--- src/hdl/obj_pkg.sv ---
package obj_pkg;

    // Sprite attribute table, 1024 words of 16 bits
    localparam int TBL_AW        = 10;
    localparam int WORDS_PER_OBJ = 8;

    // Word offsets inside one sprite entry
    localparam int W_TOP  = 0;
    localparam int W_XPOS = 1;
    localparam int W_BASE = 2;
    localparam int W_ATTR = 3;
    localparam int W_SIZE = 4;

    // Flag bits
    localparam int END_BIT   = 15;
    localparam int HFLIP_BIT = 8;

    // Draw command fields
    localparam int ROM_AW   = 20;
    localparam int PAL_W    = 8;
    localparam int WIDTH_W  = 4;
    localparam int HEIGHT_W = 8;

    // Scanner FSM
    typedef enum logic [2:0] {
        S_IDLE, S_READ_ATTR, S_TEST, S_ISSUE, S_WAIT_DRAW, S_DONE
    } scan_state_e;

    // Drawer FSM
    typedef enum logic [1:0] {
        D_IDLE, D_REQ, D_WAIT_OK, D_WRITE_PIX
    } draw_state_e;

endpackage

--- src/hdl/obj_table_arb.sv ---
`timescale 1ns/1ps

module obj_table_arb (
    input  logic                       clk,
    input  logic                       rst,
    // CPU side
    input  logic                       cpu_obj_cs,
    input  logic                       cpu_we,
    input  logic [obj_pkg::TBL_AW-1:0] cpu_addr,
    input  logic [15:0]                cpu_dout,
    input  logic [1:0]                 dsn,
    output logic [15:0]                cpu_din,
    // Scanner side
    input  logic                       tbl_rd,
    input  logic [obj_pkg::TBL_AW-1:0] tbl_addr,
    output logic                       tbl_ok,
    output logic [15:0]                tbl_dout,
    // RAM side
    output logic                       ram_en,
    output logic                       ram_we,
    output logic [1:0]                 ram_be,
    output logic [obj_pkg::TBL_AW-1:0] ram_addr,
    output logic [15:0]                ram_din,
    input  logic [15:0]                ram_dout
);

    // Set when the CPU owned last cycle's access
    logic cpu_owner;

    // CPU has absolute priority
    assign tbl_ok   = !cpu_obj_cs;
    assign ram_en   = cpu_obj_cs || tbl_rd;
    assign ram_we   = cpu_obj_cs && cpu_we;
    assign ram_addr = cpu_obj_cs ? cpu_addr : tbl_addr;
    assign ram_din  = cpu_dout;

    // Active low byte strobes to byte enables
    assign ram_be = ~dsn;

    always_ff @(posedge clk) begin
        if (rst) begin
            cpu_owner <= 1'b0;
        end else begin
            cpu_owner <= cpu_obj_cs;
        end
    end

    // Steer read data to whoever issued the address
    assign cpu_din  = cpu_owner ? ram_dout : '0;
    assign tbl_dout = cpu_owner ? '0 : ram_dout;

endmodule

--- config.mk ---
export PLATFORM = sky130hd
export DESIGN_NAME = obj_table_arb
export DESIGN_NICKNAME = d
export VERILOG_FILES = /design/src/hdl/obj_pkg.sv /design/src/hdl/obj_table_arb.sv
export SDC_FILE = /design/constraint.sdc
export NUM_CORES = 1
export LEC_CHECK = 0
export BUFFER_PORTS_ARGS = -buffer_cell sky130_fd_sc_hd__buf_2
export CORE_MARGIN = 2
export CORE_UTILIZATION = 23
export DETAILED_ROUTE_END_ITERATION = 8
export GPL_TIMING_DRIVEN = 1
export HOLD_SLACK_MARGIN = 0.06
export PLACE_DENSITY = 0.81
export SETUP_SLACK_MARGIN = 0.5
export SYNTH_ARGS = -nofsm -noshare
export SYNTH_HDL_FRONTEND = slang
export SYNTH_SLANG_ARGS = --single-unit
--- constraint.sdc ---
create_clock -name clk -period 1.3 [get_ports clk]
set_input_delay 0.26 -clock clk [delete_from_list [all_inputs] [get_ports clk]]
set_output_delay 0.26 -clock clk [all_outputs]
set_load 0.005 [all_outputs]
==> results of run 1 <==
## per-layer routing
metal  global-route usage (%)  vias up
met4                        0        0
li1                         -      345
met1                     12.2      326
met2                     23.6       49
met3                     4.02        0
met5                        0        -
## stage by stage
stage | power, mW | hold WS, ns
2_1_floorplan | 0.202 | 0.324
3_3_place_gp | 0.303 | 0.415
3_5_place_dp | 0.308 | 0.418
4_1_cts | 0.368 | 0.419
5_1_grt | 0.457 | 0.422
6_report | 0.427 | 0.414
## cell families (layout without fill, tap and decap cells)
logic type / after synthesis / count (layout) / synth area share (%)
multiplexers: 10 / 10 / 25.4
flip-flops: 1 / 1 / 3.76
AND/OR/NAND/NOR: 35 / 35 / 41.5
buffers and inverters: 23 / 97 / 29.3
## layout by cell type (no fill, tap or decap), types with 2 or more instances in the layout
cell       instances
mux2_4            10
nor2b_1           11
buf_12             2
and2_4            15
and2_1             2
and2b_1            2
nor2b_4            3
inv_1              2
clkbuf_16          2
buf_6             28
buf_2             61
## path summary, 6_finish.rpt
path        from           to  slack (ns)
max   cpu_obj_cs  ram_addr[6]        0.24
min          rst    cpu_owner        0.41
## critical path, cell delays in order
cell and delay (ns):
buf_12 0.12, mux2_4 0.30, buf_6 0.12
## power groups by stage
stage          Clock, mW  Sequential (mW)  Combinational (mW)
2_1_floorplan          0           0.0351               0.167
3_3_place_gp           0           0.0346               0.268
3_5_place_dp           0           0.0346               0.273
4_1_cts                0           0.0346               0.333
5_1_grt                0           0.0362               0.421
6_report               0           0.0358               0.391
## timing repair
action / 4_1_cts / 5_1_grt
gates cloned: 1 / 2
buffers inserted: 1 / 0
endpoints found under the setup margin: 46 / 45
gates resized for setup: 21 / 30
## cell type report
| class | count | share of cell area (%) |
|---|---|---|
| sequential | 1 | 1.91 |
| timing repair buffer | 94 | 59.3 |
| inverter | 3 | 0.905 |
| tap | 28 | 2.81 |
| multi-input combinational | 45 | 35.1 |
==> out/metrics.cfg, run 1 <==
[outcome]
outcome=finished clean

[power]
p_sw_mw=0.126
p_int_mw=0.301
clkPwrFrac_pct=0
seqPwrFrac_pct=8.4
ir_drop_mv=0.247
cellLeakagePower_nw=0.718
p_comb_share_pct=91.6
p_per_area_nw_per_um2=343
switching_share_pct=29.5

[grt]
grt_pass1_wl_mm=2.52
grt-ovfl-total=0
grt_max_degree=33
grtUsageTotal_pct=11.7
grt_pass1_vias=572
antenna_found_initial=0

[final_layout]
antenna_cells=0
top_regs=cpu_owner x1
finish.utilization_pct=56.3
fin_nets=204
multi_input_area_um2=437
stdcell_count=171
top_register=cpu_owner
largest_register_ffs=1
syn_to_final_growth_pct=134
fillers=209
drive_gt1_share_pct=88.1
postLayoutCellArea_um2=1240
area.sequential_um2=23.8

[timing]
grt_setup_unrepaired=true
setup_violations=0
drv_slew=0
fin_crit_ns=1.06
setup_slack_ns=0.244
worst_pin_slew_ns=0.0952
hold_violations=0
period_share_pct=81.2
tns_ns=0
slew_headroom_pct=93.7
fmax_mhz=947

[yosys]
yosys-top-cells-count=and2_1, buf_4, nor2b_1, mux2_4, mux2_2
ys.warnings.count=0
synth.most_common_cell=and2_1
ys_seq_area_share_pct=3.76
synth_top_cell_area_share_pct=22.5
synthFlopType=dfxtp_1
syn_area_um2=533
synth_top_area_cell=buf_4
synth_cell_types=12
ys_top_cells_by_area=buf_4, and2_1, nor2b_1
synth_area_per_cell_um2=7.72
synth_edf_count=0
syn_nets=128
syn_inst=69
ys_seq_elements=1
synthArstFlopShare_pct=0

[detailed_routing]
top_layer=met3
wl_met2_mm=1.26
wl_met1_um=675
viasPerCell=4.21
drc=0
drt_iter0_markers=3
ant_nets=0
wl_per_cell_um=12.6
wl_met3_um=229
wl_mm=2.16
firstDrtPassIters=2
vias=720

[clock_network]
hold_buffers=0
clk_pin_slew_ns=0

[place]
place_ws_ns=-0.00362
post-place-cells=167
placed_cell_area_um2=920
numPortBuffers=89
dp_hpwl_mm=1.57
place.gp.congestion=0.680

[critical_path]
cp.required_ns=1.04
end_kind=output port
path_max_fanout=7
startpoint_type=input port
arrival_ns=0.80
path_class=in2out

[floorplan]
pin_count=122
die-height_um=52.1
core_area_um2=2210
die_area_um2=2720
rows=17
start_util_pct=24.1
die_w_um=52.1

[flow_run]
cap_violations=0

[min_path]
hold_path.class=in2reg
hold_depth=2

Note: power is estimated with default switching activity, not from simulation.
==> inputs of run 2 (changes only) <==
Clock period 1.3 ns to 1 ns, I/O delays scaled along.
==> out/metrics.cfg, run 2 (synthesis gave the netlist of run 1 again) <==
[floorplan]
pin_count=122  ; unchanged
start_util_pct=24.1  ; unchanged
rows=17  ; unchanged
die_area_um2=2720  ; unchanged
die-height_um=52.1  ; unchanged
die_w_um=52.1  ; unchanged
core_area_um2=2210  ; unchanged

[critical_path]
crit_cells=3  ; unchanged
worstSetupStartpoint=cpu_owner
cp.required_ns=0.80  ; -0.24 ns
critPathSlowestCell=dfxtp_4
path_buf_inv=2  ; unchanged
arrival_ns=0.76  ; -0.04 ns
path_class=reg2out
slowest_delay_ns=0.35  ; +0.05 ns
end_kind=output port
crit_end=tbl_dout[10]
startpoint_type=flop
cp_cell_sequence=buf_12 -> and2b_1 -> buf_2
path_max_fanout=16  ; +9
crit_family=flip-flops

[detailed_routing]
ant_nets=0  ; unchanged
vias=709  ; -1.5%
drc=0  ; unchanged
viasPerCell=4.15  ; -1.5%
wl_per_cell_um=11.6  ; -7.9%
drt_iter0_markers=1  ; -2
firstDrtPassIters=4  ; +2
wl_mm=1.99  ; -7.9%

[timing]
grt_setup_unrepaired=true
period_share_pct=96.4
setup_slack_ns=0.0358  ; -0.209 ns
fmax_mhz=1040
drv_slew=0  ; unchanged
setup_violations=0  ; unchanged
slew_headroom_pct=94.8  ; +1.2 points
tns_ns=0  ; unchanged
worst_pin_slew_ns=0.0772  ; -0.0180 ns
fin_crit_ns=0.964
hold_violations=0  ; unchanged

[grt]
grt_pass1_wl_mm=2.41  ; -4.4%
grt-ovfl-total=0  ; unchanged
grt_pass1_vias=580  ; +1.4%
grt_max_degree=33  ; unchanged
antenna_found_initial=0  ; unchanged
grtUsageTotal_pct=11.3  ; -0.42 points

[final_layout]
layout_common_cells=buf_2, buf_6, and2_1, nor2b_1, mux2_4
antenna_cells=0  ; unchanged
largest_register_ffs=1  ; unchanged
postLayoutCellArea_um2=1120  ; -9.8%
drive_gt1_share_pct=79.0  ; -9.1 points
fin_nets=204  ; unchanged
top_register=cpu_owner
stdcell_count=171  ; unchanged
final_common_cell=buf_2
syn_to_final_growth_pct=111
finish.utilization_pct=50.7  ; -5.5 points
fillers=223  ; +6.7%
top_regs=cpu_owner x1

[place]
numPortBuffers=89  ; unchanged
dp_hpwl_mm=1.51  ; -3.8%
place_ws_ns=-0.160  ; -0.156 ns
placed_cell_area_um2=917  ; -0.27%
post-place-cells=168  ; +0.60%
place.gp.congestion=0.691  ; +1.7%

[clock_network]
clk_pin_slew_ns=0  ; unchanged
hold_buffers=0  ; unchanged

[power]
ir_drop_mv=0.353  ; +43%
cellLeakagePower_nw=0.676  ; -5.9%
p_per_area_nw_per_um2=448  ; +31%

[flow_run]
cap_violations=0  ; unchanged

[min_path]
hold_path.class=in2reg

[outcome]
outcome=finished clean

run 2: changes by cell type in the layout (fill, tap and decap cells not counted):
cell / delta
clkbuf_16: -1
inv_4: +1
nor2b_1: +1
and2_1: +14
nor2b_4: -1
inv_2: +1
and2_4: -14
buf_6: -10
inv_1: -2
buf_2: +11
run 2: worst min path at each step:
stage,cells past startpoint,slack (ns),endpoint,startpoint
6_report,2,0.38,cpu_owner,rst
5_1_grt,2,0.39,cpu_owner,rst
4_1_cts,2,0.36,cpu_owner,rst
3_5_place_dp,2,0.36,cpu_owner,rst
3_3_place_gp,2,0.36,cpu_owner,rst
2_1_floorplan,1,0.26,cpu_owner,rst
run 2: area by class of cell:
class	instances	area [um^2]	share of cell area, %
well taps	28	35.0	3.12
inverters	3	13.8	1.23
repair buffers	94	656	58.4
flip-flops and latches	1	23.8	2.12
multi-input cells	45	394	35.1
run 2: routing by layer:
layer	vias up	GRT usage, %	wire length [um]
met5	-	0	0
met4	0	0.427	2
met3	2	4.02	245
met2	51	23.0	1120
met1	310	11.3	626
li1	346	-	-
run 2: what timing repair did:
action / in CTS / in global routing
cloned: 1 / 1
gates resized for setup: 21 / 9
setup endpoints to repair: 48 / 48
buffers inserted: 1 / 0
hold endpoints to repair: 0 / 0
run 2: metrics by stage:
stage               hold slack [ns]  total power, mW
floorplan                     0.264            0.278
global placement              0.357            0.393
detailed placement            0.358            0.399
CTS                           0.360            0.470
global route                  0.391            0.540
finish                        0.380            0.503
run 2: report_power, final:
part	internal, mW	switching, mW
registers	0.0419	0.00358
logic	0.308	0.149
clock network	0	0
