--- config.mk ---
export PLATFORM = sky130hd
export DESIGN_NAME = obj_draw
export DESIGN_NICKNAME = d
export VERILOG_FILES = /design/src/hdl/obj_pkg.sv /design/src/hdl/video_pkg.sv /design/src/hdl/obj_draw.sv
export SDC_FILE = /design/constraint.sdc
export NUM_CORES = 1
export LEC_CHECK = 0
export BUFFER_PORTS_ARGS = -buffer_cell sky130_fd_sc_hd__buf_4
export CAP_MARGIN = 40
export CORE_MARGIN = 1.5
export CORE_UTILIZATION = 50
export DETAILED_ROUTE_END_ITERATION = 10
export PLACE_DENSITY = 0.77
export SYNTH_ARGS = -nofsm -noshare
export SYNTH_HDL_FRONTEND = slang
export SYNTH_SLANG_ARGS = --single-unit
--- constraint.sdc ---
create_clock -name clk -period 4.2 [get_ports clk]
set_clock_uncertainty 0.1 [all_clocks]
set_input_delay 0.42 -clock clk [delete_from_list [all_inputs] [get_ports clk]]
set_output_delay 0.42 -clock clk [all_outputs]
set_load 0.1 [all_outputs]
--- src/hdl/obj_pkg.sv ---
package obj_pkg;

    // Sprite attribute table, 1024 words of 16 bits
    localparam int TBL_AW        = 10;
    localparam int WORDS_PER_OBJ = 8;

    // Word offsets inside one sprite entry
    localparam int W_TOP  = 0;
    localparam int W_XPOS = 1;
    localparam int W_BASE = 2;
    localparam int W_ATTR = 3;
    localparam int W_SIZE = 4;

    // Flag bits
    localparam int END_BIT   = 15;
    localparam int HFLIP_BIT = 8;

    // Draw command fields
    localparam int ROM_AW   = 20;
    localparam int PAL_W    = 8;
    localparam int WIDTH_W  = 4;
    localparam int HEIGHT_W = 8;

    // Scanner FSM
    typedef enum logic [2:0] {
        S_IDLE, S_READ_ATTR, S_TEST, S_ISSUE, S_WAIT_DRAW, S_DONE
    } scan_state_e;

    // Drawer FSM
    typedef enum logic [1:0] {
        D_IDLE, D_REQ, D_WAIT_OK, D_WRITE_PIX
    } draw_state_e;

endpackage

--- src/hdl/video_pkg.sv ---
package video_pkg;

    // Line and pixel positions
    localparam int POS_W    = 9;
    localparam int LB_DEPTH = 1 << POS_W;

    // Pens, pen 0 never reaches the line buffer
    localparam int PEN_W = 4;
    localparam logic [PEN_W-1:0] TRANSP_PEN = '0;

    // Line buffer word is palette over pen
    localparam int PXL_W = 12;

    // Leftmost pixel sits in the top nibble of a ROM word
    localparam int PIX_PER_WORD = 4;

endpackage

--- src/hdl/obj_draw.sv ---
`timescale 1ns/1ps

module obj_draw (
    input  logic                         clk,
    input  logic                         rst,
    // Draw command
    input  logic                         dr_start,
    input  logic [video_pkg::POS_W-1:0]  dr_xpos,
    input  logic [obj_pkg::ROM_AW-1:0]   dr_addr,
    input  logic [obj_pkg::WIDTH_W-1:0]  dr_width,
    input  logic [obj_pkg::PAL_W-1:0]    dr_pal,
    input  logic                         dr_hflip,
    output logic                         dr_busy,
    // Graphics ROM
    output logic                         rom_cs,
    output logic [obj_pkg::ROM_AW-1:0]   rom_addr,
    input  logic                         rom_ok,
    input  logic [15:0]                  rom_data,
    // Line buffer write
    output logic                         buf_we,
    output logic [video_pkg::POS_W-1:0]  buf_addr,
    output logic [video_pkg::PXL_W-1:0]  buf_data
);

    localparam int PIX_W = $clog2(video_pkg::PIX_PER_WORD);

    obj_pkg::draw_state_e state;

    logic [video_pkg::POS_W-1:0]  xpos;
    logic [obj_pkg::PAL_W-1:0]    pal;
    logic                         hflip;
    logic [obj_pkg::WIDTH_W-1:0]  words_left;
    logic [15:0]                  pix_sr;
    logic [PIX_W-1:0]             pix_cnt;
    logic [video_pkg::PEN_W-1:0]  pen;

    // Mirrored rows take pixels from the right end of the word
    assign pen = hflip ? pix_sr[video_pkg::PEN_W-1:0] : pix_sr[15 -: video_pkg::PEN_W];

    always_ff @(posedge clk) begin
        if (rst) begin
            state   <= obj_pkg::D_IDLE;
            dr_busy <= 1'b0;
            rom_cs  <= 1'b0;
            buf_we  <= 1'b0;
        end else begin
            buf_we <= 1'b0;
            case (state)
                obj_pkg::D_IDLE: begin
                    // Zero width draws nothing
                    if (dr_start && dr_width != '0) begin
                        xpos       <= dr_xpos;
                        pal        <= dr_pal;
                        hflip      <= dr_hflip;
                        words_left <= dr_width;
                        // Mirrored rows start with the last word
                        rom_addr <= dr_hflip ? dr_addr + dr_width - 1'b1 : dr_addr;
                        dr_busy  <= 1'b1;
                        state    <= obj_pkg::D_REQ;
                    end
                end
                obj_pkg::D_REQ: begin
                    rom_cs <= 1'b1;
                    state  <= obj_pkg::D_WAIT_OK;
                end
                obj_pkg::D_WAIT_OK: begin
                    // Latency set by the ROM side
                    if (rom_ok) begin
                        rom_cs  <= 1'b0;
                        pix_sr  <= rom_data;
                        pix_cnt <= '0;
                        state   <= obj_pkg::D_WRITE_PIX;
                    end
                end
                obj_pkg::D_WRITE_PIX: begin
                    // One pixel per cycle, pen 0 left out
                    buf_we   <= pen != video_pkg::TRANSP_PEN;
                    buf_addr <= xpos;
                    buf_data <= {pal, pen};
                    xpos     <= xpos + 1'b1;
                    pix_sr   <= hflip ? pix_sr >> video_pkg::PEN_W
                                      : pix_sr << video_pkg::PEN_W;
                    pix_cnt  <= pix_cnt + 1'b1;
                    if (int'(pix_cnt) == video_pkg::PIX_PER_WORD - 1) begin
                        if (words_left == 1) begin
                            dr_busy <= 1'b0;
                            state   <= obj_pkg::D_IDLE;
                        end else begin
                            words_left <= words_left - 1'b1;
                            rom_addr   <= hflip ? rom_addr - 1'b1 : rom_addr + 1'b1;
                            state      <= obj_pkg::D_REQ;
                        end
                    end
                end
                default: state <= obj_pkg::D_IDLE;
            endcase
        end
    end

endmodule

==> impl_metrics.py <==
metrics = {
    "yosys": {
        "synthArstFlopShare_pct": 0,
        "synth_nets": 687,
        "yosys_register_bits": 86,
        "ys.flop_type": "edfxtp_1",
        "synth_warnings": 0,
        "syn_area_mm2": 0.00577,
        "ys_seq_area_share_pct": 43.9,
        "synth_edf_count": 81,
        "synthDistinctLibCells": 62,
        "syn_area_per_cell_um2": 10.0,
        "synth_cells": 575,
    },
    "placement": {
        "io_buffer_count": 105,
        "gp_congestion": 0.909,
        "dp_hpwl_um": 10000,
    },
    "setup_path": {
        "cp_slowest_cell": "edfxtp_1",
        "start_kind": "flip-flop",
        "r2r_slack_ns": 0.93,
        "crit_path_end_kind": "flip-flop",
        "required_ns": 4.15,
        "crit_path_start": "hflip",
        "worst_ep_arrival_time_ns": 3.23,
        "worstSetupEndpoint": "rom_addr[17]",
        "reg2reg_from": "hflip",
        "cp_cell_sequence": "ha_1 > a211oi_1 > o21a_1 > o31ai_1 > o311a_1 > nor3_1 > o31ai_1 > xnor2_1 > a21oi_1",
        "r2r-end": "rom_addr[17]",
        "worstSetupPathType": "flip-flop to flip-flop",
        "crit_fanout": 12,
        "crit_path_frequent_cell": "o31ai_1",
        "critPathMaxStageDelay_ns": 0.70,
        "r2r_cells": 9,
    },
    "global_route": {
        "gr-total-overflow": 0,
        "grt_pass1_vias": 4588,
        "grt_start_max_net_pins": 78,
        "grt_pass1_wl_um": 21900,
        "antenna_found_initial": 0,
        "grt_usage_pct": 21.9,
    },
    "timing": {
        "grt_setup_unrepaired": "false",
        "holdWs_ns": 0.155,
        "setup_tns_ns": 0,
        "worstMarginPinSlew_ns": 0.745,
        "setup_violations": 0,
        "finalCritPeriodShare_pct": 77.9,
        "hold_viol": 0,
        "clock.fmax_mhz": 306,
        "maxSlewHeadroom_pct": 50.3,
        "timing.final.crit_period_ns": 3.27,
        "report.final.slew_viol_count": 0,
    },
    "floorplan": {
        "die_h_um": 110,
        "die_area_mm2": 0.0122,
        "rows": 39,
        "core_area_mm2": 0.0113,
        "boundaryPins": 106,
        "die_w_um": 110,
        "start_util_pct": 51.0,
    },
    "route": {
        "routed_via_density": 5.62,
        "drt.antenna.violating_nets": 0,
        "wl_um": 13300,
        "met3_length_um": 559,
        "drc_errors": 0,
        "firstDrtPassIters": 5,
        "drtIter0Drc": 312,
        "dr_total_vias": 4660,
        "wl_per_cell_um": 16.1,
        "wl_met1_um": 6130,
        "routed-wl-met2_um": 6330,
        "top_layer_used": "met4",
    },
    "clock_network": {
        "clock_latency_ns": 0.34,
        "clk_pin_slew_worst_paths_ns": 0.07,
        "tritoncts": "yes",
        "clock_sinks": 86,
        "post-cts-setup-buffer-count": 0,
        "cts-root-buf": "clkbuf_16",
        "cts-buffers-inserted": 9,
        "htree_levels": 3,
        "holdBufCountCts": 0,
        "ctsResizeCount": 0,
        "cts_buffer_depth": 2,
    },
    "final_layout": {
        "drive_above_1_share_pct": 21.4,
        "layout_commonest_cell": "buf_4",
        "syn_to_final_growth_pct": 22.2,
        "finish.utilization_pct": 62.3,
        "multi_input_area_mm2": 0.00298,
        "fill_cells": 956,
        "seq_area_mm2": 0.00253,
        "fin_nets": 793,
        "layout_common_cells": "buf_4 (112), edfxtp_1 (81), a21oi_1 (56), inv_1 (53), nor2_1 (52)",
        "diodes": 0,
    },
    "power": {
        "leakagePower_nw": 3.03,
        "internal-power_mw": 2.30,
        "clkPwrFrac_pct": 20.0,
        "comb_power_share_pct": 48.3,
        "p_seq_share_pct": 31.6,
        "p_sw_mw": 1.82,
        "powerDensity_mw_per_mm2": 585,
        "sw_frac_of_total_pct": 44.2,
        "max-vdd-ir-drop_mv": 0.393,
    },
    "status": {
        "status": "finished clean",
    },
    "worst_hold_path": {
        "hp-class": "primary input to flip-flop",
        "worstHoldPathCells": 1,
    },
    "job": {
        "maxCapViolCount": 0,
    },
}
per-layer routing:
layer | track usage, % | vias up
li1 | - | 2338
met1 | 29.2 | 2187
met2 | 36.3 | 113
met3 | 3.24 | 22
met4 | 7.61 | 0
met5 | 0 | -
how the worst min path moves through the flow:
stage	to	slack, ns	startpoint
2_1_floorplan	buf_data[10]	0.30	pal[6]
3_3_place_gp	buf_data[7]	0.30	pal[3]
3_5_place_dp	buf_data[10]	0.30	pal[6]
4_1_cts	pal[6]	0.15	dr_pal[6]
5_1_grt	pal[6]	0.15	dr_pal[6]
6_report	pal[2]	0.16	dr_pal[2]
cells by family after synthesis:
group	share of synthesized area [%]
buf+inv	4.62
xor+xnor	5.16
compound gates	19.0
fa+ha+maj	11.1
simple gates	12.3
mux	3.92
flops	43.9
through the flow:
stage	instance area (µm²)	instances	total power, mW	setup slack (ns)
2_1_floorplan	5770	575	2.84	0.755
3_3_place_gp	6730	812	3.24	0.795
3_5_place_dp	6750	813	3.30	0.672
4_1_cts	7050	829	4.13	0.975
5_1_grt	7050	829	4.35	0.763
6_report	7050	829	4.12	0.927
registers in the layout, indices dropped and copies added (netlist names):
signal	count
buf_addr	9
buf_data	12
buf_we	1
dr_busy	1
hflip	1
pal	8
pix_cnt	2
pix_sr	16
rom_addr	20
rom_cs	1
state	2
words_left	4
xpos	9
worst max-delay path: cells and delay by family, from the launching register on:
family                     cells  cell delay, ns
AOI/OAI and AO/OA              6            1.31
DFF                            1            0.70
adders and majority gates      1            0.35
and+or+nand+nor                1            0.26
xor gates and xnor gates       1            0.26
cell usage after synthesis, drive strengths merged, types with 4 or more instances:
master	instances	area (µm²)
edfxtp	81	2430
a21oi	57	289
inv	53	199
nor2	53	199
ha	48	601
o21ai	28	148
nand2	25	93.8
xnor2	23	201
mux2i	17	170
clkbuf	15	56.3
nand3	15	75.1
nor3	15	75.1
a21o	13	97.6
a211oi	11	82.6
xor2	11	96.3
a31oi	7	43.8
nand2b	6	37.5
nor2b	6	37.5
o21a	6	46.3
o31ai	6	50.1
dfxtp	5	100
mux2	5	56.3
o211ai	5	42.5
a22o	4	35.0
nand3b	4	30.0
o211a	4	40.0
o21bai	4	30.0
power by group through the flow:
stage	Combinational (mW)	Clock [mW]	Sequential (mW)
2_1_floorplan	0.972	0	1.87
3_3_place_gp	1.93	0	1.32
3_5_place_dp	1.97	0	1.32
4_1_cts	1.99	0.834	1.31
5_1_grt	2.16	0.867	1.33
6_report	1.99	0.826	1.30
final cells by class:
class	count	share of cell area (%)
Inverter	53	2.82
Clock buffer	9	3.19
Timing Repair Buffer	113	12.1
Clock inverter	7	1.12
Sequential cell	86	35.9
Multi-Input combinational cell	418	42.3
Tap cell	143	2.54
(Power assumes the default switching activity.)
