## config.mk

```make
export PLATFORM = sky130hd
export DESIGN_NAME = obj_scan
export DESIGN_NICKNAME = d
export VERILOG_FILES = /design/src/hdl/obj_pkg.sv /design/src/hdl/video_pkg.sv /design/src/hdl/obj_scan.sv
export SDC_FILE = /design/constraint.sdc
export NUM_CORES = 1
export LEC_CHECK = 0
export BUFFER_PORTS_ARGS = -buffer_cell sky130_fd_sc_hd__buf_2
export CORE_MARGIN = 2
export CORE_UTILIZATION = 35
export CTS_CLUSTER_DIAMETER = 200
export DETAILED_ROUTE_END_ITERATION = 16
export GPL_ROUTABILITY_DRIVEN = 0
export PLACE_DENSITY_LB_ADDON = 0.3
export SETUP_SLACK_MARGIN = 0.05
export SYNTH_ARGS = -nofsm -noshare
export SYNTH_HDL_FRONTEND = slang
export SYNTH_SLANG_ARGS = --single-unit
```

## constraint.sdc

```tcl
create_clock -name clk -period 5.8 [get_ports clk]
set_clock_uncertainty 0.1 [all_clocks]
set_input_delay 0.58 -clock clk [delete_from_list [all_inputs] [get_ports clk]]
set_output_delay 0.58 -clock clk [all_outputs]
set_load 0.005 [all_outputs]
```

## src/hdl/obj_pkg.sv

```systemverilog
package obj_pkg;

    // Sprite attribute table, 1024 words of 16 bits
    localparam int TBL_AW        = 10;
    localparam int WORDS_PER_OBJ = 8;

    // Word offsets inside one sprite entry
    localparam int W_TOP  = 0;
    localparam int W_XPOS = 1;
    localparam int W_BASE = 2;
    localparam int W_ATTR = 3;
    localparam int W_SIZE = 4;

    // Flag bits
    localparam int END_BIT   = 15;
    localparam int HFLIP_BIT = 8;

    // Draw command fields
    localparam int ROM_AW   = 20;
    localparam int PAL_W    = 8;
    localparam int WIDTH_W  = 4;
    localparam int HEIGHT_W = 8;

    // Scanner FSM
    typedef enum logic [2:0] {
        S_IDLE, S_READ_ATTR, S_TEST, S_ISSUE, S_WAIT_DRAW, S_DONE
    } scan_state_e;

    // Drawer FSM
    typedef enum logic [1:0] {
        D_IDLE, D_REQ, D_WAIT_OK, D_WRITE_PIX
    } draw_state_e;

endpackage

```

## src/hdl/video_pkg.sv

```systemverilog
package video_pkg;

    // Line and pixel positions
    localparam int POS_W    = 9;
    localparam int LB_DEPTH = 1 << POS_W;

    // Pens, pen 0 never reaches the line buffer
    localparam int PEN_W = 4;
    localparam logic [PEN_W-1:0] TRANSP_PEN = '0;

    // Line buffer word is palette over pen
    localparam int PXL_W = 12;

    // Leftmost pixel sits in the top nibble of a ROM word
    localparam int PIX_PER_WORD = 4;

endpackage

```

## src/hdl/obj_scan.sv

```systemverilog
`timescale 1ns/1ps

module obj_scan #(
    parameter int NUM_OBJ = 128
) (
    input  logic                         clk,
    input  logic                         rst,
    input  logic                         hstart,
    input  logic [video_pkg::POS_W-1:0]  vrender,
    // Table read port
    output logic                         tbl_rd,
    output logic [obj_pkg::TBL_AW-1:0]   tbl_addr,
    input  logic                         tbl_ok,
    input  logic [15:0]                  tbl_dout,
    // Draw command
    output logic                         dr_start,
    output logic [video_pkg::POS_W-1:0]  dr_xpos,
    output logic [obj_pkg::ROM_AW-1:0]   dr_addr,
    output logic [obj_pkg::WIDTH_W-1:0]  dr_width,
    output logic [obj_pkg::PAL_W-1:0]    dr_pal,
    output logic                         dr_hflip,
    input  logic                         dr_busy
);

    localparam int WD_W  = $clog2(obj_pkg::WORDS_PER_OBJ);
    localparam int IDX_W = obj_pkg::TBL_AW - WD_W;

    obj_pkg::scan_state_e state;

    logic [IDX_W-1:0]              obj_idx;
    logic [WD_W-1:0]               rd_word;
    logic [WD_W-1:0]               pend_word;
    logic                          pend;
    logic [video_pkg::POS_W-1:0]   line;
    logic [video_pkg::POS_W-1:0]   top;
    logic [video_pkg::POS_W-1:0]   xpos;
    logic [video_pkg::POS_W-1:0]   row;
    logic [15:0]                   base;
    logic [obj_pkg::PAL_W-1:0]     pal;
    logic                          hflip;
    logic [obj_pkg::WIDTH_W-1:0]   width;
    logic [obj_pkg::HEIGHT_W-1:0]  height;
    logic [obj_pkg::ROM_AW-1:0]    row_off;
    logic                          visible;
    logic                          advance;

    // Words 0 to 4 go out back to back, address held until taken
    assign tbl_rd   = state == obj_pkg::S_READ_ATTR && int'(rd_word) <= obj_pkg::W_SIZE;
    assign tbl_addr = {obj_idx, rd_word};

    // Row inside the sprite, wraps at 512
    assign row     = line - top;
    assign visible = row < height;
    assign row_off = row * width;

    // Move on once the sprite is skipped or fully drawn
    assign advance = (state == obj_pkg::S_TEST && !visible) ||
                     (state == obj_pkg::S_WAIT_DRAW && !dr_start && !dr_busy);

    always_ff @(posedge clk) begin
        if (rst) begin
            state    <= obj_pkg::S_IDLE;
            pend     <= 1'b0;
            dr_start <= 1'b0;
            obj_idx  <= '0;
            rd_word  <= '0;
        end else begin
            dr_start <= 1'b0;
            pend     <= tbl_rd && tbl_ok;
            if (hstart) begin
                // New line, any scan in progress is dropped
                state   <= obj_pkg::S_READ_ATTR;
                line    <= vrender + 1'b1;
                obj_idx <= '0;
                rd_word <= '0;
                pend    <= 1'b0;
            end else begin
                case (state)
                    obj_pkg::S_READ_ATTR: begin
                        if (tbl_rd && tbl_ok) begin
                            pend_word <= rd_word;
                            rd_word   <= rd_word + 1'b1;
                        end
                        // Data of the word taken last cycle
                        if (pend) begin
                            case (int'(pend_word))
                                obj_pkg::W_TOP: begin
                                    top <= tbl_dout[video_pkg::POS_W-1:0];
                                    if (tbl_dout[obj_pkg::END_BIT]) begin
                                        state <= obj_pkg::S_DONE;
                                    end
                                end
                                obj_pkg::W_XPOS: xpos <= tbl_dout[video_pkg::POS_W-1:0];
                                obj_pkg::W_BASE: base <= tbl_dout;
                                obj_pkg::W_ATTR: begin
                                    pal   <= tbl_dout[obj_pkg::PAL_W-1:0];
                                    hflip <= tbl_dout[obj_pkg::HFLIP_BIT];
                                end
                                obj_pkg::W_SIZE: begin
                                    width  <= tbl_dout[obj_pkg::WIDTH_W-1:0];
                                    height <= tbl_dout[15 -: obj_pkg::HEIGHT_W];
                                    state  <= obj_pkg::S_TEST;
                                end
                                default: ;
                            endcase
                        end
                    end
                    obj_pkg::S_TEST: begin
                        if (visible) begin
                            dr_xpos  <= xpos;
                            dr_addr  <= row_off + base;
                            dr_width <= width;
                            dr_pal   <= pal;
                            dr_hflip <= hflip;
                            state    <= obj_pkg::S_ISSUE;
                        end
                    end
                    obj_pkg::S_ISSUE: begin
                        if (!dr_busy) begin
                            dr_start <= 1'b1;
                            state    <= obj_pkg::S_WAIT_DRAW;
                        end
                    end
                    default: ;
                endcase
                if (advance) begin
                    if (int'(obj_idx) == NUM_OBJ - 1) begin
                        state <= obj_pkg::S_DONE;
                    end else begin
                        obj_idx <= obj_idx + 1'b1;
                        rd_word <= '0;
                        state   <= obj_pkg::S_READ_ATTR;
                    end
                end
            end
        end
    end

endmodule

```

==> report_table.html <==
<table>
<tr><th>Metric</th><th>Value</th></tr>
<tr><th colspan="2">Clock network</th></tr>
<tr><td>Number of clock buffers inserted by TritonCTS</td><td>17</td></tr>
<tr><td>Root buffer selected by CTS</td><td>clkbuf_16</td></tr>
<tr><td>Depth of the CTS H-tree</td><td>4</td></tr>
<tr><td>Setup Fix Bufs, Post-CTS</td><td>0</td></tr>
<tr><td>Later-pin clock latency in the skew report</td><td>0.42 ns</td></tr>
<tr><td>Post-cts repair resize count</td><td>0</td></tr>
<tr><td>Clock-pin transition on the worst setup and hold timing paths</td><td>0.05 ns</td></tr>
<tr><td>TritonCTS clock tree</td><td>yes</td></tr>
<tr><td>Hold buffer count at cts</td><td>0</td></tr>
<tr><td>Maximum clock insertion buffer count</td><td>2</td></tr>
<tr><td>Total clock sinks</td><td>121</td></tr>
<tr><th colspan="2">Logic synthesis</th></tr>
<tr><td>Count of flip-flops with a built-in enable after synthesis</td><td>106</td></tr>
<tr><td>Library cell with the largest summed area after synthesis</td><td>edfxtp_1</td></tr>
<tr><td>Synthesized flop and latch total</td><td>121</td></tr>
<tr><td>Most common library cells after synthesis</td><td>edfxtp_1, inv_1, ha_1, nand2_1</td></tr>
<tr><td>Area fraction of the dominant cell type after synthesis</td><td>51.29%</td></tr>
<tr><td>Warnings from Yosys</td><td>0</td></tr>
<tr><td>Proportion of synthesized flip-flops having asynchronous set or reset</td><td>0%</td></tr>
<tr><td>Top_reg_cell synth</td><td>edfxtp_1</td></tr>
<tr><td>Most frequent cell after synthesis</td><td>edfxtp_1</td></tr>
<tr><td>Sequential share of the synthesized area</td><td>56.13%</td></tr>
<tr><td>Post-Syn Instances</td><td>484</td></tr>
<tr><td>Unique masters post-synth</td><td>55</td></tr>
<tr><td>Cells taking the most area after synthesis</td><td>edfxtp_1, ha_1, fa_1</td></tr>
<tr><td>Average size of a mapped cell</td><td>12.82 um2</td></tr>
<tr><td>Cell area after synthesis</td><td>0.006206 mm2</td></tr>
<tr><th colspan="2">Worst setup path</th></tr>
<tr><td>Cell with the largest stage delay on the worst path</td><td>fa_1</td></tr>
<tr><td>Number of cells on the worst reg-to-reg path</td><td>21</td></tr>
<tr><td>Worst-path cell chain</td><td>inv_1 -&gt; ha_1 -&gt; nor2b_1 -&gt; o21ai_1 -&gt; a21boi_0 -&gt; o21ai_0 -&gt; nor2b_1 -&gt; xnor2_2 -&gt; nand2_1 -&gt; fa_1 -&gt; fa_1 -&gt; inv_1 -&gt; fa_1 -&gt; ha_1 -&gt; o21a_1 -&gt; o211ai_1 -&gt; o21bai_1 -&gt; a21oi_1 -&gt; a2111o_1 -&gt; a21oi_1 -&gt; xnor2_1</td></tr>
<tr><td>Worst path required time</td><td>5.86 ns</td></tr>
<tr><td>Critical setup path kind</td><td>reg2reg</td></tr>
<tr><td>Launch instance of the worst register-to-register path</td><td>top[1]</td></tr>
<tr><td>Critical path capture point type</td><td>register</td></tr>
<tr><td>CP Launch Type</td><td>register</td></tr>
<tr><td>Biggest fanout along the worst timing path</td><td>5</td></tr>
<tr><td>R2R Path End</td><td>dr_addr[14]</td></tr>
<tr><td>Max stage delay on crit path</td><td>0.55 ns</td></tr>
<tr><td>Setup slack of the worst register-to-register path</td><td>0.35 ns</td></tr>
<tr><td>Cell mode on critical path</td><td>fa_1</td></tr>
<tr><td>CP Data Arrival Time</td><td>5.51 ns</td></tr>
<tr><th colspan="2">Final layout</th></tr>
<tr><td>Seq. cell area</td><td>0.003483 mm2</td></tr>
<tr><td>Share of layout cells above drive strength 1</td><td>22.13%</td></tr>
<tr><td>Finished Core Util</td><td>43.07%</td></tr>
<tr><td>Growth of design area from synthesis to finish</td><td>20.04%</td></tr>
<tr><td># diodes</td><td>0</td></tr>
<tr><td>Fillcell total</td><td>1641</td></tr>
<tr><td>Net total in the final layout</td><td>678</td></tr>
<tr><td>Area used by multi-input combinational logic</td><td>0.002506 mm2</td></tr>
<tr><th colspan="2">Floorplan</th></tr>
<tr><td>Die height</td><td>137.2 um</td></tr>
<tr><td>Initial cell density of the core</td><td>35.88%</td></tr>
<tr><td>Top-level port count</td><td>84</td></tr>
<tr><td>Die ar.</td><td>0.01881 mm2</td></tr>
<tr><td>Core box area</td><td>0.01730 mm2</td></tr>
<tr><td>Die Span X</td><td>137.2 um</td></tr>
<tr><td>Standard-cell row count</td><td>48</td></tr>
<tr><th colspan="2">Route</th></tr>
<tr><td>Average vias per placed instance</td><td>4.692</td></tr>
<tr><td>Top layer used by detailed routing</td><td>met4</td></tr>
<tr><td>Routed met3 length</td><td>484 um</td></tr>
<tr><td>Total vias in the final route</td><td>3833</td></tr>
<tr><td>Final routed DRC violation total</td><td>0</td></tr>
<tr><td>Total routed wirelength</td><td>11730 um</td></tr>
<tr><td>Final antenna-violating net count</td><td>0</td></tr>
<tr><td>Number of search-and-repair iterations in the first detailed-routing pass</td><td>4</td></tr>
<tr><td>Met2 routed wirelength</td><td>5881 um</td></tr>
<tr><td>Routed len/inst</td><td>14.36 um</td></tr>
<tr><td>Length of routed wiring on met1</td><td>5051 um</td></tr>
<tr><td>Starting DRC count in detailed routing</td><td>114</td></tr>
<tr><th colspan="2">STA</th></tr>
<tr><td>Min Clock Period, post-route</td><td>5.447 ns</td></tr>
<tr><td>Max-slew violation total from the final report</td><td>0</td></tr>
<tr><td>Worst-margin pin slew</td><td>1.019 ns</td></tr>
<tr><td>Final count of negative-setup-slack endpoints</td><td>0</td></tr>
<tr><td>Setup Total Neg Slack</td><td>0 ns</td></tr>
<tr><td>Highest Clock Rate</td><td>183.6 MHz</td></tr>
<tr><td>Unrepaired setup endpoints after global routing</td><td>no</td></tr>
<tr><td>Hold Fails Final Rpt</td><td>0</td></tr>
<tr><td>Final period utilization</td><td>93.91%</td></tr>
<tr><td>Worst slew margin relative to its limit</td><td>31.80%</td></tr>
<tr><td>Worst path setup slack after routing</td><td>0.3529 ns</td></tr>
<tr><th colspan="2">Power and ir drop</th></tr>
<tr><td>Leak</td><td>0.003086 uW</td></tr>
<tr><td>Power Dens Cells</td><td>323.0 mW/mm2</td></tr>
<tr><td>Maximum resistive drop on vdd</td><td>0.1961 mV</td></tr>
<tr><th colspan="2">Placed design</th></tr>
<tr><td>Post-placement worst setup slack</td><td>0.2782 ns</td></tr>
<tr><td>Quantity of I/O buffers inserted on ports</td><td>80</td></tr>
<tr><td>Half-perimeter wire length after detailed placement</td><td>8959 um</td></tr>
<tr><th colspan="2">Hold path</th></tr>
<tr><td>Hold Startpoint</td><td>tbl_dout[13]</td></tr>
<tr><td>Worst Hold Endpoint</td><td>height[5]</td></tr>
<tr><td>Hold Path Class</td><td>in2reg</td></tr>
<tr><td>Hold Path Depth</td><td>1</td></tr>
<tr><th colspan="2">Global routing</th></tr>
<tr><td>Vias in the first global route</td><td>3933</td></tr>
<tr><td>Largest net degree at the start of global routing</td><td>40</td></tr>
<tr><td>Remaining global-route overflow</td><td>0</td></tr>
<tr><td>All-layer global routing usage</td><td>13.52%</td></tr>
<tr><td>Antenna violations before repair</td><td>0</td></tr>
<tr><td>Global-route wire length before repair</td><td>19160 um</td></tr>
<tr><th colspan="2">Job</th></tr>
<tr><td>Number of violations of the max-capacitance limit</td><td>0</td></tr>
<tr><th colspan="2">Status</th></tr>
<tr><td>Result of the run</td><td>finished, final reports clean</td></tr>
</table>
==> flip-flops by register name (all words and copies together), names as in the netlist <==
register   count
dr_addr       17
base          16
dr_xpos        9
line           9
top            9
xpos           9
dr_pal         8
height         8
pal            8
obj_idx        7
dr_width       4
width          4
pend_word      3
rd_word        3
state          3
dr_hflip       1
dr_start       1
hflip          1
pend           1
==> kinds of logic (layout without fill, tap and decap cells) <==
group                      Yosys count  count (layout)  share of synthesized area [%]
and+or+nand+nor                    134             134                          11.49
buffers and inverters               64             170                          4.133
adders and majority gates           67              67                          16.53
muxes                                2               2                         0.3226
AOI/OAI and AO/OA                   68              68                          7.399
xor gates and xnor gates            27              27                          3.932
DFF                                121             121                          56.13
other                                1               3                        0.06043
==> per-layer routing <==
layer,global-route usage (%),vias up
met5,0,-
met4,6.758,0
met3,3.333,20
met2,22.47,70
met1,16.32,1849
li1,-,1894
==> worst max path at each step <==
stage | start | to | slack, ns | depth (start not counted)
6_report | top[1] | dr_addr[14] | 0.35 | 21
3_3_place_gp | top[1] | dr_addr[14] | 0.47 | 21
4_1_cts | top[1] | dr_addr[14] | 0.26 | 21
5_1_grt | top[1] | dr_addr[14] | 0.05 | 21
3_5_place_dp | top[1] | dr_addr[14] | 0.28 | 21
2_1_floorplan | top[1] | dr_addr[14] | 0.72 | 21
==> worst max-delay path, delay by kind of cell (launching register included) <==
kind            cells  cell delay [ns]
fa+ha+maj           5             2.06
compound gates      9             1.75
simple gates        3             0.47
flops               1             0.41
xor+xnor            2             0.26
buf+inv             2             0.14
==> final cells by class <==
class                   instances  share of cell area [%]
repair buffers                 83                   5.677
well taps                     225                   3.779
inverters                      57                   2.872
clock buffers                  20                   5.862
multi-input cells             301                   33.64
clock inverters                10                   1.411
flip-flops and latches        121                   46.76
==> metrics by stage <==
step | instances | area (um2) | power, uW | hold WS, ns
2_1_floorplan | 486 | 6213 | 1354 | 0.3003
3_3_place_gp | 787 | 6882 | 1439 | 0.3017
3_5_place_dp | 787 | 6882 | 1454 | 0.3052
4_1_cts | 817 | 7423 | 2428 | 0.2434
5_1_grt | 817 | 7450 | 2546 | 0.2532
6_report | 817 | 7450 | 2406 | 0.2591
==> placed cells by master (no fill, tap or decap), types with 4 or more instances in the layout <==
cell,count
nor2b_1,13
or3_1,4
clkbuf_16,17
o21ai_0,7
and3_1,5
dfxtp_1,15
o21bai_1,4
nor3_1,8
nor2_1,24
o21a_1,4
xor2_1,8
a21o_1,4
nand3_1,10
a21oi_1,24
inv_1,57
fa_1,25
and2_1,15
nand4_1,6
edfxtp_1,106
nand2_1,32
xnor2_1,15
xnor2_2,4
ha_1,42
buf_2,80
==> report_power, final <==
group	internal, uW	total [uW]	switching (uW)	leakage (uW)
Clock	619	967	348	0.000257
Sequential	976	979	3.70	0.00108
Combinational	205	460	254	0.00175
(Power assumes the default switching activity.)
